$ cat src/lc_pkg.sv
`default_nettype none

package lc_pkg;

    localparam int word_width = 16;
    localparam int addr_width = 8;

    typedef logic [word_width-1:0] word_t;
    typedef logic [addr_width-1:0] addr_t;

    localparam addr_t out_port_addr = 8'hFF;

    // UART bit timing in sysclk cycles
    localparam int clks_per_bit = 8;
    localparam int baud_cnt_width = $clog2(clks_per_bit) + 1;

    typedef logic [baud_cnt_width-1:0] baud_cnt_t;

    localparam baud_cnt_t baud_last = baud_cnt_t'(clks_per_bit - 1);
    localparam baud_cnt_t baud_half = baud_cnt_t'(clks_per_bit / 2 - 1);

    typedef enum logic [3:0] {
        op_ldi  = 4'd0,
        op_ld   = 4'd1,
        op_st   = 4'd2,
        op_add  = 4'd3,
        op_sub  = 4'd4,
        op_jmp  = 4'd5,
        op_jz   = 4'd6,
        op_halt = 4'd15
    } opcode_e;

    // Same instruction word, immediate or memory operand view
    typedef union packed {
        struct packed {
            opcode_e     opcode;
            logic [11:0] imm;
        } imm_fmt;
        struct packed {
            opcode_e    opcode;
            logic [3:0] rsvd;
            addr_t      addr;
        } mem_fmt;
    } instr_t;

    typedef struct packed {
        logic  valid;
        logic  we;
        addr_t addr;
        word_t wdata;
    } mem_req_t;

    typedef struct packed {
        logic  valid;
        word_t data;
    } out_beat_t;

    typedef enum logic [1:0] {
        rx_idle,
        rx_start,
        rx_data,
        rx_stop
    } rx_state_e;

    typedef enum logic [2:0] {
        cpu_fetch,
        cpu_fetch_wait,
        cpu_exec,
        cpu_mem_wait,
        cpu_halt
    } cpu_state_e;

endpackage

`default_nettype wire

$ cat src/mem_map.sv
`default_nettype none

module mem_map import lc_pkg::*; (
    input  logic      sysclk,
    input  logic      sysrst,
    input  logic      cpu_run,
    input  mem_req_t  load_req,
    input  mem_req_t  cpu_req,
    output word_t     rdata,
    output logic      mem_stall,
    output out_beat_t out_beat,
    input  logic      out_ready
);

    mem_req_t sel;
    logic     port_hit;
    logic     ram_write;
    logic     ram_read;
    logic     out_valid;
    word_t    out_data;
    word_t    ram [0:(1 << addr_width) - 1];

    // Loader owns memory while the CPU is held
    assign sel = cpu_run ? cpu_req : load_req;

    // Only CPU stores reach the port, the loader can fill every word
    assign port_hit  = cpu_run & sel.valid & sel.we & (sel.addr == out_port_addr);
    assign ram_write = sel.valid & sel.we & ~port_hit;
    assign ram_read  = sel.valid & ~sel.we;

    always_ff @(posedge sysclk) begin
        if (ram_write) begin
            ram[sel.addr] <= sel.wdata;
        end
        if (ram_read) begin
            rdata <= ram[sel.addr];
        end
    end

    // Output register holds until accepted
    always_ff @(posedge sysclk) begin
        if (!sysrst) begin
            out_valid <= 1'b0;
        end else if (port_hit) begin
            out_valid <= 1'b1;
        end else if (out_ready) begin
            out_valid <= 1'b0;
        end
    end

    always_ff @(posedge sysclk) begin
        if (port_hit) begin
            out_data <= sel.wdata;
        end
    end

    assign mem_stall = out_valid & ~out_ready;
    assign out_beat  = '{valid: out_valid, data: out_data};

endmodule

`default_nettype wire

$ cat config.mk
export PLATFORM = sky130hd
export DESIGN_NAME = mem_map
export DESIGN_NICKNAME = d
export VERILOG_FILES = /design/src/lc_pkg.sv /design/src/mem_map.sv
export SDC_FILE = /design/constraint.sdc
export NUM_CORES = 2
export LEC_CHECK = 0
export BUFFER_PORTS_ARGS = -buffer_cell sky130_fd_sc_hd__buf_2
export CAP_MARGIN = 20
export CORE_ASPECT_RATIO = 1.25
export CORE_MARGIN = 2
export CORE_UTILIZATION = 45
export CTS_CLUSTER_DIAMETER = 150
export DETAILED_ROUTE_END_ITERATION = 10
export MAX_ROUTING_LAYER = met4
export PLACE_DENSITY = 0.62
export SLEW_MARGIN = 20
export SYNTH_ARGS = -nofsm -noshare
export SYNTH_HDL_FRONTEND = slang
export SYNTH_SLANG_ARGS = --single-unit
export TNS_END_PERCENT = 30
$ cat constraint.sdc
create_clock -name sysclk -period 9.5 [get_ports sysclk]
set_input_delay 1.9 -clock sysclk [delete_from_list [all_inputs] [get_ports sysclk]]
set_output_delay 1.9 -clock sysclk [all_outputs]
set_load 0.005 [all_outputs]
==> impl_metrics.ini <==
[route]
via_per_inst = 5.99
remaining_drc_errors = 0
drt-wirelength-per-cell_um = 31.2
wirelength_um = 435000
ant_nets = 0
routed-via-count = 83400
drtIter0Drc = 10100
dr.pass1.iters = 6

[placed_design]
port-buffer-count = 89
hpwl_um = 251000
gp_congestion = 0.880
dp.cells = 13100

[floorplan]
ios = 90
initial_core_util_pct = 45.1
die-area_mm2 = 0.356
core_area_mm2 = 0.350
dieHeight_um = 666
rows = 243
die_w_um = 534

[worst_setup_path]
cp-startpoint = cpu_run
end_kind = flip-flop
critPathArrivalTime_ps = 7330
path_max_fanout = 36
critPathKind = primary input to flip-flop
cp-start-kind = primary input
reg2reg_depth = 5
r2r_slack_ps = 6040
rr_endpoint = rdata[6]
reg2reg_from = ram[55][6]
cp.required_ps = 10150

[sta]
finalSetupViolCount = 0
max_freq_mhz = 150
hold_viol_final = 0
worst_slew_pin_slew_ps = 1290
fin_crit_sh_pct = 70.4
fin_setup_tns_ps = 0
clock_skew_ps = 43.9
rsz0062_at_grt = no
fin_crit_ps = 6680
slew_headroom_pct = 13.0
drv_slew = 0

[grt]
grt_max_degree = 165
grt-ovfl-total = 0
grt_use_total_pct = 24.5
grt_pass1_vias = 80900
antenna_found_initial = 44
grt_first_pass_wirelength_um = 607000

[clocking]
cts-root-buf = clkbuf_16
cts_buffers = 395
cts_tree = yes
cts_setup_buffers = 0
cts-hold-fix-buffers = 0
clk_pin_slew_worst_paths_ps = 60
h-tree-depth = 5
clockBufferDepth = 4
cts_resized = 0
insertion_delay_ps = 930
clkSinkCount = 4129

[logic_synthesis]
syn_inst = 8431
ys_ff_latch = 4129
syn_area_per_cell_um2 = 18.7
ys_warn_count = 0
ys_seq_area_share_pct = 78.5
yosys.area.top_type_share_pct = 78.5
synthesis.area_mm2 = 0.158
ys.flop_type = edfxtp_1
synth_area_leader_cell = edfxtp_1
synth-edff-count = 4128
synth_cell_types = 40
synth_fp_nets = 8487
synthArstFlopShare_pct = 0
yosys-top-cells-area = edfxtp_1, mux2i_1, o22ai_1

[cells_and_area]
final_nets = 8935
layout_common_cells = edfxtp_1, mux2i_1, o22ai_1
area_growth_pct = 14.2
stdcell_count = 13900
drive_gt1_share_pct = 13.7
final_common_cell = edfxtp_1

[run]
maxCapViolCount = 0

[power]
ir_drop_mv = 0.209
leakage_uw = 0.0612
powerDensity_mw_per_mm2 = 214

[min_path]
hold_depth = 2
hp-start = out_valid
holdCritPathClass = flip-flop to flip-flop
whs_endpoint = out_valid

[outcome]
outcome = finished clean
## worst max path at each step
stage                   end  slack, ps  cells past startpoint
6_report           rdata[7]       2820                     10
4_1_cts           rdata[14]       2990                     10
2_1_floorplan  out_data[10]       3890                      6
3_5_place_dp      rdata[14]       1980                     10
5_1_grt            rdata[7]       2890                     10
3_3_place_gp       rdata[4]       1860                     10
## metrics by stage
| step | total power [uW] | worst slack [ps] | hold slack (ps) | utilization [%] | instance area [um2] |
|---|---|---|---|---|---|
| finish | 38600 | 2820 | 655 | 51.5 | 180000 |
| global route | 39600 | 2890 | 683 | 51.5 | 180000 |
| CTS | 38800 | 2990 | 654 | 51.4 | 180000 |
| detailed placement | 23000 | 1980 | 644 | 47.7 | 167000 |
| global placement | 23000 | 1860 | 584 | 47.6 | 167000 |
| floorplan | 22000 | 3890 | 627 | - | 158000 |
## power by group
group | internal, uW | switching, uW | total, uW
logic | 696 | 1670 | 2370
clock network | 9260 | 6720 | 16000
registers | 20200 | 23.2 | 20300
## kinds of logic after synthesis
logic type / share of synthesized area (%)
AND/OR/NAND/NOR: 0.882
flip-flops: 78.5
multiplexers: 13.1
AO/OA/AOI/OAI: 5.97
buffers and inverters: 1.49
## critical path, cell delays in order
cell	delay [ps]
buf_4	210
buf_4	610
mux2i_1	540
o21ai_4	360
buf_4	540
buf_4	480
o22ai_1	170
o41ai_1	1060
a41oi_1	710
or4_1	620
## registers in the layout (all words and copies together) (netlist names)
register and count:
rdata 16, out_data 16, out_valid 1, ram 4096
## cells in the mapped netlist, drive strengths merged (2+ instances only)
master  instances
o41ai         256
a41oi          64
nand3b          2
and3            3
o21ai          12
or2             4
mux2           18
a21oi           2
nand2b          3
mux2i        2049
buf           287
a211oi          3
nand2          33
or4            16
o22ai        1025
nor3b           3
nor2          260
clkbuf        237
and3b           4
inv             3
o32ai           4
nor2b           3
edfxtp       4128
## metal layers
metal,vias to the layer above,track usage [%],share of wire (%)
met3,676,3.68,7.8
met1,43300,31.0,39
met4,0,9.74,4.3
met2,3762,39.8,49
li1,35600,-,-
met5,-,-,0
## cell type report
type | count | area (um2)
flip-flops and latches | 4129 | 124000
repair buffers | 575 | 4790
multi-input cells | 3775 | 32400
clock inverters | 242 | 2640
well taps | 4655 | 5820
clock buffers | 479 | 10500
fillers | 27400 | 170000
diodes | 65 | 163
inverters | 3 | 11.3
No activity file was read; power rests on OpenSTA's default activity.
