<file path="config.mk">
export PLATFORM = sky130hd
export DESIGN_NAME = uart_rx
export DESIGN_NICKNAME = d
export VERILOG_FILES = /design/src/lc_pkg.sv /design/src/uart_rx.sv
export SDC_FILE = /design/constraint.sdc
export NUM_CORES = 1
export LEC_CHECK = 0
export BUFFER_PORTS_ARGS = -buffer_cell sky130_fd_sc_hd__buf_4
export CORE_MARGIN = 1.5
export CORE_UTILIZATION = 53
export DETAILED_ROUTE_END_ITERATION = 8
export HOLD_SLACK_MARGIN = 0.05
export PLACE_DENSITY = 0.83
export SKIP_LAST_GASP = 1
export SLEW_MARGIN = 20
export SYNTH_ARGS = -nofsm -noshare
export SYNTH_HDL_FRONTEND = slang
export SYNTH_SLANG_ARGS = --single-unit
</file>
<file path="constraint.sdc">
create_clock -name sysclk -period 2.1 [get_ports sysclk]
set_input_delay 0.42 -clock sysclk [delete_from_list [all_inputs] [get_ports sysclk]]
set_output_delay 0.42 -clock sysclk [all_outputs]
set_load 0.01 [all_outputs]
</file>
<file path="src/lc_pkg.sv">
`default_nettype none

package lc_pkg;

    localparam int word_width = 16;
    localparam int addr_width = 8;

    typedef logic [word_width-1:0] word_t;
    typedef logic [addr_width-1:0] addr_t;

    localparam addr_t out_port_addr = 8'hFF;

    // UART bit timing in sysclk cycles
    localparam int clks_per_bit = 8;
    localparam int baud_cnt_width = $clog2(clks_per_bit) + 1;

    typedef logic [baud_cnt_width-1:0] baud_cnt_t;

    localparam baud_cnt_t baud_last = baud_cnt_t'(clks_per_bit - 1);
    localparam baud_cnt_t baud_half = baud_cnt_t'(clks_per_bit / 2 - 1);

    typedef enum logic [3:0] {
        op_ldi  = 4'd0,
        op_ld   = 4'd1,
        op_st   = 4'd2,
        op_add  = 4'd3,
        op_sub  = 4'd4,
        op_jmp  = 4'd5,
        op_jz   = 4'd6,
        op_halt = 4'd15
    } opcode_e;

    // Same instruction word, immediate or memory operand view
    typedef union packed {
        struct packed {
            opcode_e     opcode;
            logic [11:0] imm;
        } imm_fmt;
        struct packed {
            opcode_e    opcode;
            logic [3:0] rsvd;
            addr_t      addr;
        } mem_fmt;
    } instr_t;

    typedef struct packed {
        logic  valid;
        logic  we;
        addr_t addr;
        word_t wdata;
    } mem_req_t;

    typedef struct packed {
        logic  valid;
        word_t data;
    } out_beat_t;

    typedef enum logic [1:0] {
        rx_idle,
        rx_start,
        rx_data,
        rx_stop
    } rx_state_e;

    typedef enum logic [2:0] {
        cpu_fetch,
        cpu_fetch_wait,
        cpu_exec,
        cpu_mem_wait,
        cpu_halt
    } cpu_state_e;

endpackage

`default_nettype wire

</file>
<file path="src/uart_rx.sv">
`default_nettype none

module uart_rx import lc_pkg::*; (
    input  logic       sysclk,
    input  logic       sysrst,
    input  logic       rx,
    output logic [7:0] data,
    output logic       data_valid
);

    logic      rx_meta;
    logic      rx_sync;
    rx_state_e state;
    baud_cnt_t bit_cnt;
    logic [2:0] bit_idx;

    // Two-flop synchronizer, line idles high
    always_ff @(posedge sysclk) begin
        if (!sysrst) begin
            rx_meta <= 1'b1;
            rx_sync <= 1'b1;
        end else begin
            rx_meta <= rx;
            rx_sync <= rx_meta;
        end
    end

    always_ff @(posedge sysclk) begin
        if (!sysrst) begin
            state      <= rx_idle;
            bit_cnt    <= '0;
            bit_idx    <= '0;
            data_valid <= 1'b0;
        end else begin
            data_valid <= 1'b0;
            case (state)
                rx_idle: begin
                    bit_cnt <= '0;
                    if (!rx_sync) begin
                        state <= rx_start;
                    end
                end
                rx_start: begin
                    // Recheck the start bit at its middle
                    if (bit_cnt == baud_half) begin
                        bit_cnt <= '0;
                        bit_idx <= '0;
                        state   <= rx_sync ? rx_idle : rx_data;
                    end else begin
                        bit_cnt <= bit_cnt + 1'b1;
                    end
                end
                rx_data: begin
                    if (bit_cnt == baud_last) begin
                        bit_cnt <= '0;
                        if (bit_idx == 3'd7) begin
                            state <= rx_stop;
                        end else begin
                            bit_idx <= bit_idx + 1'b1;
                        end
                    end else begin
                        bit_cnt <= bit_cnt + 1'b1;
                    end
                end
                rx_stop: begin
                    if (bit_cnt == baud_last) begin
                        // Framing error drops the byte
                        data_valid <= rx_sync;
                        state      <= rx_idle;
                    end else begin
                        bit_cnt <= bit_cnt + 1'b1;
                    end
                end
                default: state <= rx_idle;
            endcase
        end
    end

    // LSB first
    always_ff @(posedge sysclk) begin
        if (state == rx_data && bit_cnt == baud_last) begin
            data <= {rx_sync, data[7:1]};
        end
    end

endmodule

`default_nettype wire

</file>
==> impl_metrics.tcl <==
set metrics [dict create \
    outcome "completed" \
    clockBufferDepth 2 \
    arrival_ps 1500 \
    crit_path_end_kind "register" \
    wl_met2_um 570 \
    skew_ps 4.94 \
    ys_types 31 \
    ant_nets 0 \
    setup_tns_ps 0 \
    drc 0 \
    post_cts_buffers 0 \
    die_w_um 43.1 \
    routedWlPerCell_um 13.0 \
    overflow 0 \
    worst_slew_pin_slew_ps 362 \
    dp_cells 94 \
    startpoint_type "register" \
    ys.flop_type "dfxtp_1" \
    syn_to_final_growth_pct 12.9 \
    io-pin-count 12 \
    max_cap_viol_count 0 \
    power_density_mw_per_mm2 624 \
    critPathTopFamily "simple AND/OR/NAND/NOR gates" \
    antenna_cells 0 \
    cp_num_buf_inv 1 \
    synth_commonest_cells "dfxtp_1, edfxtp_1, nand3_1" \
    synth_edf_count 8 \
    drive_above_1_share_pct 24.4 \
    max_freq_ghz 0.673 \
    synth_nets 75 \
    dr_wl_met3_um 74 \
    final.min_clock_period_ps 1490 \
    ys_seq_elements 20 \
    r2r-end "data[7]" \
    grt_antenna_before_repair 0 \
    hold_violations 0 \
    core_sq_mm 0.00151 \
    period_share_pct 70.7 \
    crit_type "reg -> reg" \
    synth_top_area_share_pct 28.2 \
    reg2reg_from "bit_cnt[0]" \
    grt_pass1_vias 509 \
    grt_usage_pct 16.2 \
    yosysMostFrequentCell "dfxtp_1" \
    syn_area_sq_um 853 \
    nets 89 \
    path_max_fanout 8 \
    leakagePower_nw 0.398 \
    worstSetupEndpoint "data[7]" \
    cp_num_cells 4 \
    reg2reg_slack_ps 610 \
    wirelength_mm 1.28 \
    rows 14 \
    cts_tree "built" \
    rsz0062_at_grt "no" \
    root_buffer "clkbuf_4" \
    dp_hpwl_um 943 \
    die-area_sq_mm 0.00186 \
    final_cells 98 \
    drtPass1Iterations 4 \
    maxSlewHeadroom_pct 75.8 \
    insertion_delay_ps 290 \
    cp_slowest_cell "dfxtp_1" \
    ys_seq_area_share_pct 56.3 \
    r2r_cells 4 \
    grt_pass1_wl_mm 2.14 \
    grt_max_degree 14 \
    slowest_delay_ps 380 \
    highest_layer "met4" \
    die_h_um 43.1 \
    synthCells 69 \
    cts_num_sinks 20 \
    required_ps 2110 \
    clkTransAtPathRegs_ps 100 \
    htree_num_levels 1 \
    place.gp.congestion 0.791 \
    drtIter0Drc 14 \
    hold_class "in -> reg" \
    crit_path_cell_trace "ha_1 -> and4b_4 -> nor2b_1 -> buf_4" \
    viasPerCell 5.57 \
    numCtsBuffers 3 \
    maxSlewViolCount 0 \
    yosys_warnings 0 \
    ir_worst_vdd_mv 0.570 \
    finalSetupViolations 0 \
    start_util_pct 56.6 \
    worstSetupStartpoint "bit_cnt[0]" \
    io_buffers 11 \
    synth-async-reset-ratio_pct 0 \
    wl_met1_um 595 \
    cts_hold_buf 0 \
    cts-resized-gates 0 \
    synth_top_area_cell "dfxtp_1" \
    avgSynthCellArea_sq_um 12.4 \
    synth_area_leaders "dfxtp_1, edfxtp_1, ha_1, mux2i_1, buf_6" \
    vias 546 \
]
[how the worst min path moves through the flow]
| stage | slack (ps) | endpoint | from | cells after the start |
|---|---|---|---|---|
| 6_report | 310 | rx_meta | rx | 2 |
| 2_1_floorplan | 390 | rx_sync | rx_meta | 1 |
| 5_1_grt | 300 | rx_meta | rx | 2 |
| 3_5_place_dp | 400 | rx_sync | rx_meta | 1 |
| 4_1_cts | 300 | rx_meta | rx | 2 |
| 3_3_place_gp | 390 | rx_sync | rx_meta | 1 |
[routing by layer]
| layer | vias to the layer above | GRT usage [%] |
|---|---|---|
| met5 | - | 0 |
| met4 | 0 | 9.09 |
| met3 | 6 | 7.66 |
| met2 | 20 | 26.6 |
| met1 | 244 | 16.8 |
| li1 | 276 | - |
[metrics by stage]
step                      total power, mW  cell area (sq um)  utilization [%]  setup WS [ps]  hold slack (ps)
final                               0.601                963             64.0            615              310
after floorplan                     0.427                853                -            467              386
after global placement              0.430                937             62.2            652              390
after CTS                           0.612                963             64.0            619              304
after global routing                0.626                963             64.0            512              303
after detailed placement            0.432                937             62.2            611              404
[cell type report]
cell class | instances | area, sq um
sequential | 20 | 480
inverter | 2 | 7.51
fill | 117 | 543
multi-input combinational | 44 | 339
clock buffer | 4 | 26.3
tap | 16 | 20.0
timing repair buffer | 12 | 90.1
[worst register-to-register path: stages, from the launching register on]
cell     delay [ps]
dfxtp_1         380
ha_1            270
and4b_4         270
nor2b_1         120
buf_4           170
[state kept, by name, summed over array words and instances (netlist names), named ones only]
register,cells
data_valid,1
bit_cnt,4
rx_meta,1
state,1
bit_idx,3
rx_sync,1
data,8
[where the power goes]
| part | switching, mW | internal [mW] |
|---|---|---|
| clock | 0.104 | 0.0738 |
| combinational | 0.00677 | 0.00785 |
| sequential | 0.00423 | 0.404 |
[logic make-up (layout without fill, tap and decap cells)]
kind of cell,count (synthesis),after routing,synth area share (%)
and+or+nand+nor,25,25,19.2
DFF,20,20,56.3
AOI/OAI and AO/OA,10,10,8.80
buffers and inverters,5,18,3.96
muxes,4,4,5.28
adders and majority gates,3,3,4.40
xor gates and xnor gates,2,2,2.05
[cell usage in the layout, fill, tap and decap left out]
master and n:
o21ai_0 1, o311a_1 1, o21ai_2 1, nand2_1 3, and3_4 1, o21ai_1 1, and4bb_1 1, nor2_1 2
and4b_4 1, clkbuf_1 1, nand3b_1 2, a21oi_1 2, and2_1 2, mux2_4 1, and2b_2 1, a22o_1 1
clkbuf_4 3, a21boi_1 1, and3_1 1, nand2b_1 3, xnor2_1 2, inv_1 2, mux2i_1 3, ha_1 3
edfxtp_1 8, dfxtp_1 12, a211o_1 1, nor3b_1 1, o221a_1 1, buf_4 12, nor2b_1 3, nand3_1 4
Power figures use the tool's default switching activity.
