<file path="config.mk">
export PLATFORM = sky130hd
export DESIGN_NAME = program_loader
export DESIGN_NICKNAME = d
export VERILOG_FILES = /design/src/lc_pkg.sv /design/src/program_loader.sv
export SDC_FILE = /design/constraint.sdc
export NUM_CORES = 1
export LEC_CHECK = 0
export ABC_AREA = 1
export BUFFER_PORTS_ARGS = -buffer_cell sky130_fd_sc_hd__buf_2
export CAP_MARGIN = 20
export CORE_ASPECT_RATIO = 0.7
export CORE_MARGIN = 4
export CORE_UTILIZATION = 51
export CTS_BUF_LIST = sky130_fd_sc_hd__clkbuf_4 sky130_fd_sc_hd__clkbuf_8 sky130_fd_sc_hd__clkbuf_16
export DETAILED_ROUTE_END_ITERATION = 8
export PLACE_DENSITY = 0.77
export SLEW_MARGIN = 15
export SYNTH_ARGS = -nofsm -noshare
export SYNTH_HDL_FRONTEND = slang
export SYNTH_SLANG_ARGS = --single-unit
</file>
<file path="constraint.sdc">
create_clock -name sysclk -period 2.15 [get_ports sysclk]
set_clock_uncertainty 0.2 [all_clocks]
set_input_delay 0.3225 -clock sysclk [delete_from_list [all_inputs] [get_ports sysclk]]
set_output_delay 0.3225 -clock sysclk [all_outputs]
set_load 0.01 [all_outputs]
</file>
<file path="src/lc_pkg.sv">
`default_nettype none

package lc_pkg;

    localparam int word_width = 16;
    localparam int addr_width = 8;

    typedef logic [word_width-1:0] word_t;
    typedef logic [addr_width-1:0] addr_t;

    localparam addr_t out_port_addr = 8'hFF;

    // UART bit timing in sysclk cycles
    localparam int clks_per_bit = 8;
    localparam int baud_cnt_width = $clog2(clks_per_bit) + 1;

    typedef logic [baud_cnt_width-1:0] baud_cnt_t;

    localparam baud_cnt_t baud_last = baud_cnt_t'(clks_per_bit - 1);
    localparam baud_cnt_t baud_half = baud_cnt_t'(clks_per_bit / 2 - 1);

    typedef enum logic [3:0] {
        op_ldi  = 4'd0,
        op_ld   = 4'd1,
        op_st   = 4'd2,
        op_add  = 4'd3,
        op_sub  = 4'd4,
        op_jmp  = 4'd5,
        op_jz   = 4'd6,
        op_halt = 4'd15
    } opcode_e;

    // Same instruction word, immediate or memory operand view
    typedef union packed {
        struct packed {
            opcode_e     opcode;
            logic [11:0] imm;
        } imm_fmt;
        struct packed {
            opcode_e    opcode;
            logic [3:0] rsvd;
            addr_t      addr;
        } mem_fmt;
    } instr_t;

    typedef struct packed {
        logic  valid;
        logic  we;
        addr_t addr;
        word_t wdata;
    } mem_req_t;

    typedef struct packed {
        logic  valid;
        word_t data;
    } out_beat_t;

    typedef enum logic [1:0] {
        rx_idle,
        rx_start,
        rx_data,
        rx_stop
    } rx_state_e;

    typedef enum logic [2:0] {
        cpu_fetch,
        cpu_fetch_wait,
        cpu_exec,
        cpu_mem_wait,
        cpu_halt
    } cpu_state_e;

endpackage

`default_nettype wire

</file>
<file path="src/program_loader.sv">
`default_nettype none

module program_loader import lc_pkg::*; (
    input  logic       sysclk,
    input  logic       sysrst,
    input  logic [7:0] byte_data,
    input  logic       byte_valid,
    input  logic       load_en,
    output mem_req_t   load_req,
    output logic       cpu_run
);

    logic       load_en_q;
    logic       load_rise;
    logic       load_fall;
    logic       take_byte;
    logic       phase;
    logic       req_valid;
    logic [7:0] hi_byte;
    addr_t      count;
    addr_t      req_addr;
    word_t      req_data;

    assign load_rise = load_en & ~load_en_q;
    assign load_fall = ~load_en & load_en_q;
    assign take_byte = load_en & byte_valid;

    // Hold the CPU while loading, release one cycle after load_en drops
    always_ff @(posedge sysclk) begin
        if (!sysrst) begin
            load_en_q <= 1'b0;
            phase     <= 1'b0;
            count     <= '0;
            req_valid <= 1'b0;
            cpu_run   <= 1'b0;
        end else begin
            load_en_q <= load_en;
            req_valid <= 1'b0;
            if (load_rise) begin
                count   <= '0;
                phase   <= 1'b0;
                cpu_run <= 1'b0;
            end else if (take_byte) begin
                phase <= ~phase;
                if (phase) begin
                    req_valid <= 1'b1;
                    count     <= count + addr_t'(1);
                end
            end
            if (load_fall) begin
                cpu_run <= 1'b1;
            end
        end
    end

    // High byte arrives first
    always_ff @(posedge sysclk) begin
        if (take_byte) begin
            if (!phase) begin
                hi_byte <= byte_data;
            end else begin
                req_addr <= count;
                req_data <= {hi_byte, byte_data};
            end
        end
    end

    assign load_req = '{valid: req_valid, we: 1'b1, addr: req_addr, wdata: req_data};

endmodule

`default_nettype wire

</file>
==> impl_metrics.tcl, run 1 <==
set metrics [dict create \
    die_area_mm2 0.004014 \
    status "complete, no violations" \
    crit_type "register to register" \
    power.density_mw_per_mm2 839.7 \
    path_buf_inv 0 \
    start_kind "register" \
    post_cts_resized 0 \
    wl_met3_um 234 \
    slew_viol_final 0 \
    pin_count 39 \
    cts_root_buf "clkbuf_8" \
    clock-sinks 44 \
    synth_edf_count 32 \
    gp_congestion 0.8070 \
    cp_cell_sequence "ha_1, nand3_1, nor2_4, nand3_1, nand2_1, nor2_1" \
    yosys_warnings 0 \
    wl_per_cell_um 13.78 \
    async_flop_share 0 \
    antenna_cells 0 \
    grt_first_pass_wirelength_mm 3.884 \
    critPathMaxFanout 5 \
    rsz0062_at_grt "no" \
    h-tree-depth 2 \
    syn_nets 124 \
    num_vias 914 \
    die_w_um 74.03 \
    grt_pass1_vias 838 \
    hold_buffers 0 \
    nNetsFinal 168 \
    critical_path.top_delay_family "simple AND/OR/NAND/NOR gates" \
    crit_top_cell "nand3_1" \
    drcViolationCount 0 \
    syn-cell-area_mm2 0.001556 \
    seq_area_frac_synth 0.7717 \
    period_minus_slack_ns 1.457 \
    clk_pin_slew_worst_paths_ns 0.08 \
    synthToLayoutAreaGrowth_pct 21.95 \
    track_usage 0.1401 \
    firstDrtPassIters 4 \
    die_y_um 54.22 \
    fmax_ghz 0.6861 \
    drtIter0Drc 36 \
    cp_data_required_time_ns 2.14 \
    grt_antenna_before_repair 0 \
    slowest_stage "dfxtp_1" \
    finalHoldViolations 0 \
    io_buffers 37 \
    synth.distinct_cells 18 \
    globalRoute.totalOverflow 0 \
    worstPathArrival_ns 1.45 \
    cp-end-kind "register" \
    top_layer "met4" \
    grt_max_degree 28 \
    wl_met2_mm 1.304 \
    antenna_left 0 \
    rows 16 \
    clockBufferDepth 2 \
    n_fill_cell 208 \
    cts_tree "built" \
    finalSetupViolCount 0 \
    cts_setup_buffers 0 \
    syn_avg_cell_area_um2 14.28 \
    critical-path-max-stage-delay_ns 0.45 \
    dp_hpwl_mm 1.901 \
    max-cap-violations 0 \
    synth-main-ff-cell "edfxtp_1" \
    p_leak_nw 0.7829 \
    tns_ns 0 \
    start_util 0.5437 \
    vias_per_cell 4.811 \
    period_share 0.6779 \
    holdWs_ns 0.01586 \
    min_path_type "primary input to register" \
    insertion_delay_ns 0.29 \
    vdd_ir_drop_max_v 0.0004036 \
    drt_wl_total_mm 2.618 \
    wl_met1_mm 1.044 \
    numCtsBuffers 5 \
    drive_above_1_share 0.3442 \
    core_mm2 0.002863 \
    syn_inst 109 \
    ys_ff_latch 44 \
]
## layout make-up
type                            instances  area (um^2)  area share
Timing Repair Buffer                   39        200.2      0.1055
Clock buffer                            5        68.82     0.03626
Sequential cell                        44         1201      0.6328
Tap cell                               36        45.04     0.02373
Multi-Input combinational cell         51        295.3      0.1556
Inverter                               12        45.04     0.02373
Clock inverter                          3        42.54     0.02241
## stage by stage
| step | cell area, um^2 | cells | total power [mW] | utilization | setup WS [ns] |
|---|---|---|---|---|---|
| floorplan | 1556 | 109 | 0.9735 | - | 0.6664 |
| global placement | 1787 | 182 | 0.9967 | 0.6241 | 0.6185 |
| detailed placement | 1787 | 182 | 1.001 | 0.6241 | 0.5737 |
| CTS | 1898 | 190 | 1.604 | 0.6630 | 0.6770 |
| global route | 1898 | 190 | 1.660 | 0.6630 | 0.5920 |
| finish | 1898 | 190 | 1.594 | 0.6630 | 0.6926 |
## kinds of logic after synthesis
| family | synth area share |
|---|---|
| flops | 0.7717 |
| simple gates | 0.1318 |
| compound gates | 0.03135 |
| buf+inv | 0.03858 |
| fa+ha+maj | 0.02412 |
| other cells | 0.002409 |
## power by group
part | switching (mW) | internal [mW] | total, mW
sequential | 0.00546 | 0.922 | 0.928
combinational | 0.0333 | 0.0196 | 0.0529
clock | 0.270 | 0.344 | 0.613
## final timing paths
path / endpoint / slack [ns] / start / depth (start not counted)
worst min register to register: req_data[14] / 0.22 / hi_byte[6] / 0
worst max-delay path: count[6] / 0.69 / count[0] / 6
worst min-delay path: hi_byte[0] / 0.02 / byte_data[0] / 1
worst max register to register: count[6] / 0.69 / count[0] / 6
## synthesized netlist by cell type (2+ instances only)
cell type,instances,area [um^2]
a21oi_1,7,35.03
buf_4,2,15.01
dfxtp_1,12,240.2
edfxtp_1,32,960.9
ha_1,3,37.54
inv_1,12,45.04
nand2_1,16,60.06
nand3_1,6,30.03
nor2_1,9,33.78
nor2_4,2,22.52
## state kept, by name, summed over array words and instances, names as in the netlist
name       flops
count          8
cpu_run        1
hi_byte        8
load_en_q      1
phase          1
req_addr       8
req_data      16
req_valid      1
## layout by cell type, fill, tap and decap left out
cell type  Yosys  routed
edfxtp_1      32      32
nor2_8         1       1
clkinv_4       0       1
conb_1         1       1
o21ai_2        1       1
nor2_1         9       9
nand3_4        1       1
nor3_1         1       1
a21oi_1        7       7
ha_1           3       3
clkbuf_8       0       5
buf_2          0      37
nor2_4         2       2
nand3_1        6       6
nor3_2         1       1
buf_4          2       2
inv_1         12      12
clkinv_1       0       1
o21ai_0        1       1
dfxtp_1       12      12
bufinv_16      0       1
nor2_2         1       1
nand2_1       16      16
## layer usage
layer	vias up	track usage
met1	425	0.1501
met2	29	0.2412
li1	455	-
met4	0	0.05422
met3	5	0.06972
met5	-	0
(Power assumes the default switching activity.)
==> run 2, diff against run 1 <==
Settings changed: CORE_UTILIZATION 51 to 46, PLACE_DENSITY 0.77 to 0.73.
Clock period 2.15 ns to 1.3 ns, I/O delays scaled along.
==> impl_metrics.tcl, run 2 (synthesis results as in run 1) <==
set metrics [dict create \
    tns_ns 0 \
    synthToLayoutAreaGrowth_pct 36.42 \
    fmax_ghz 0.8062 \
    drcViolationCount 0 \
    numCtsBuffers 5 \
    finalHoldViolations 0 \
    layout_commonest_cell "buf_2" \
    track_usage 0.1322 \
    finalSetupViolCount 0 \
    crit_type "register to register" \
    finalCoreUtilization 0.6655 \
    firstDrtPassIters 4 \
    globalRoute.totalOverflow 0 \
    critPathMaxFanout 4 \
    rsz0062_at_grt "yes" \
    insertion_delay_ns 0.30 \
    period_minus_slack_ns 1.240 \
    nNetsFinal 184 \
    dp_hpwl_mm 1.787 \
    status "complete, no violations" \
    slew_viol_final 0 \
    drt_wl_total_mm 2.544 \
    clock-sinks 44 \
    antenna_left 0 \
    regArea_mm2 0.001211 \
    cp_data_required_time_ns 1.29 \
    dpl-instance-area_mm2 0.001848 \
    pin_count 39 \
    cts_root_buf "clkbuf_8" \
    cts_tree "built" \
    antenna_cells 0 \
    grt_first_pass_wirelength_mm 4.333 \
    drive_above_1_share 0.4118 \
    die_y_um 56.67 \
    start_util 0.4878 \
    drtIter0Drc 55 \
    r2r_setup_slack_ns 0.06 \
    period_share 0.9541 \
    wl_per_cell_um 12.23 \
    fin_area_mm2 0.002123 \
    grt_antenna_before_repair 0 \
    start_kind "register" \
    p_leak_nw 0.8690 \
    gp_congestion 0.6932 \
    finalPower_mw 2.669 \
    grt_pass1_vias 983 \
    power.density_mw_per_mm2 1257 \
    rows 17 \
    clk_pin_slew_worst_paths_ns 0.08 \
    vdd_ir_drop_max_v 0.0006988 \
    min_path_type "primary input to register" \
    h-tree-depth 2 \
    num_vias 947 \
    mostFrequentLayoutCells "buf_2, edfxtp_1, nand2_1, inv_1" \
    vias_per_cell 4.553 \
    clockBufferDepth 2 \
    die_w_um 77.53 \
    cp-end-kind "register" \
    multiInputGateArea_um2 337.8 \
    n_fill_cell 228 \
    grt_max_degree 23 \
    holdWs_ns 0.03229 \
    worstPathArrival_ns 1.23 \
    core_mm2 0.003191 \
    die_area_mm2 0.004393 \
    regMostFlops "req_data" \
    largest_reg_flops 16 \
    io_buffers 37 \
    max-cap-violations 0 \
]
[run 2: changes by cell type in the layout (fill, tap and decap cells not counted), moves of 2 or more]
cell and delta:
buf_6 +2, ha_1 -2, dfxtp_4 +2, inv_2 +2, nand3_1 -3, nand3_2 +2
dfxtp_1 -4, dfxtp_2 +2, inv_1 -2, dlygate4sd3_1 +9, buf_4 +4
[run 2: layer usage]
metal,share of wire,vias up,track usage
met5,0,-,0
li1,-,490,-
met2,0.48,30,0.2091
met3,0.072,6,0.04808
met4,0.014,0,0.08376
met1,0.44,421,0.1529
[run 2: through the flow]
step	setup WS (ns)	cells
floorplan	-0.09111	109
global placement	0.02259	190
detailed placement	-0.01169	190
CTS	0.007311	208
global route	-0.01300	208
finish	0.05966	208
[run 2: final timing paths]
check	start	to	cells after the start
setup / recovery	count[1]	count[6]	6
hold / removal	sysrst	load_en_q	3
setup reg to reg	count[1]	count[6]	6
hold reg to reg	hi_byte[0]	req_data[8]	0
[run 2: power breakdown]
part           leakage (nW)  internal, mW  switching (mW)
clock network        0.0558         0.568           0.441
registers             0.398          1.52         0.00823
logic                 0.415        0.0666          0.0634
[run 2: what timing repair did]
item                       in CTS  in global routing
pin swaps                       0                  3
gates resized for setup         4                 13
setup buffers                   0                  1
hold endpoints to repair       18                  0
setup endpoints to repair       6                  8
hold buffers                   10                  0
[run 2: area by class of cell]
type,count,share of cell area
clock buffer,5,0.03241
clock inverter,3,0.02004
inverter,12,0.02121
multi-input combinational,51,0.1591
sequential,44,0.5704
tap,38,0.02239
timing repair buffer,55,0.1744
[run 2: critical path, stage by stage (launching register included)]
cell	delay, ns
dfxtp_4	0.37
ha_4	0.15
nand3_4	0.08
nor2_4	0.16
nand3_2	0.07
nand2_1	0.06
nor2_1	0.03
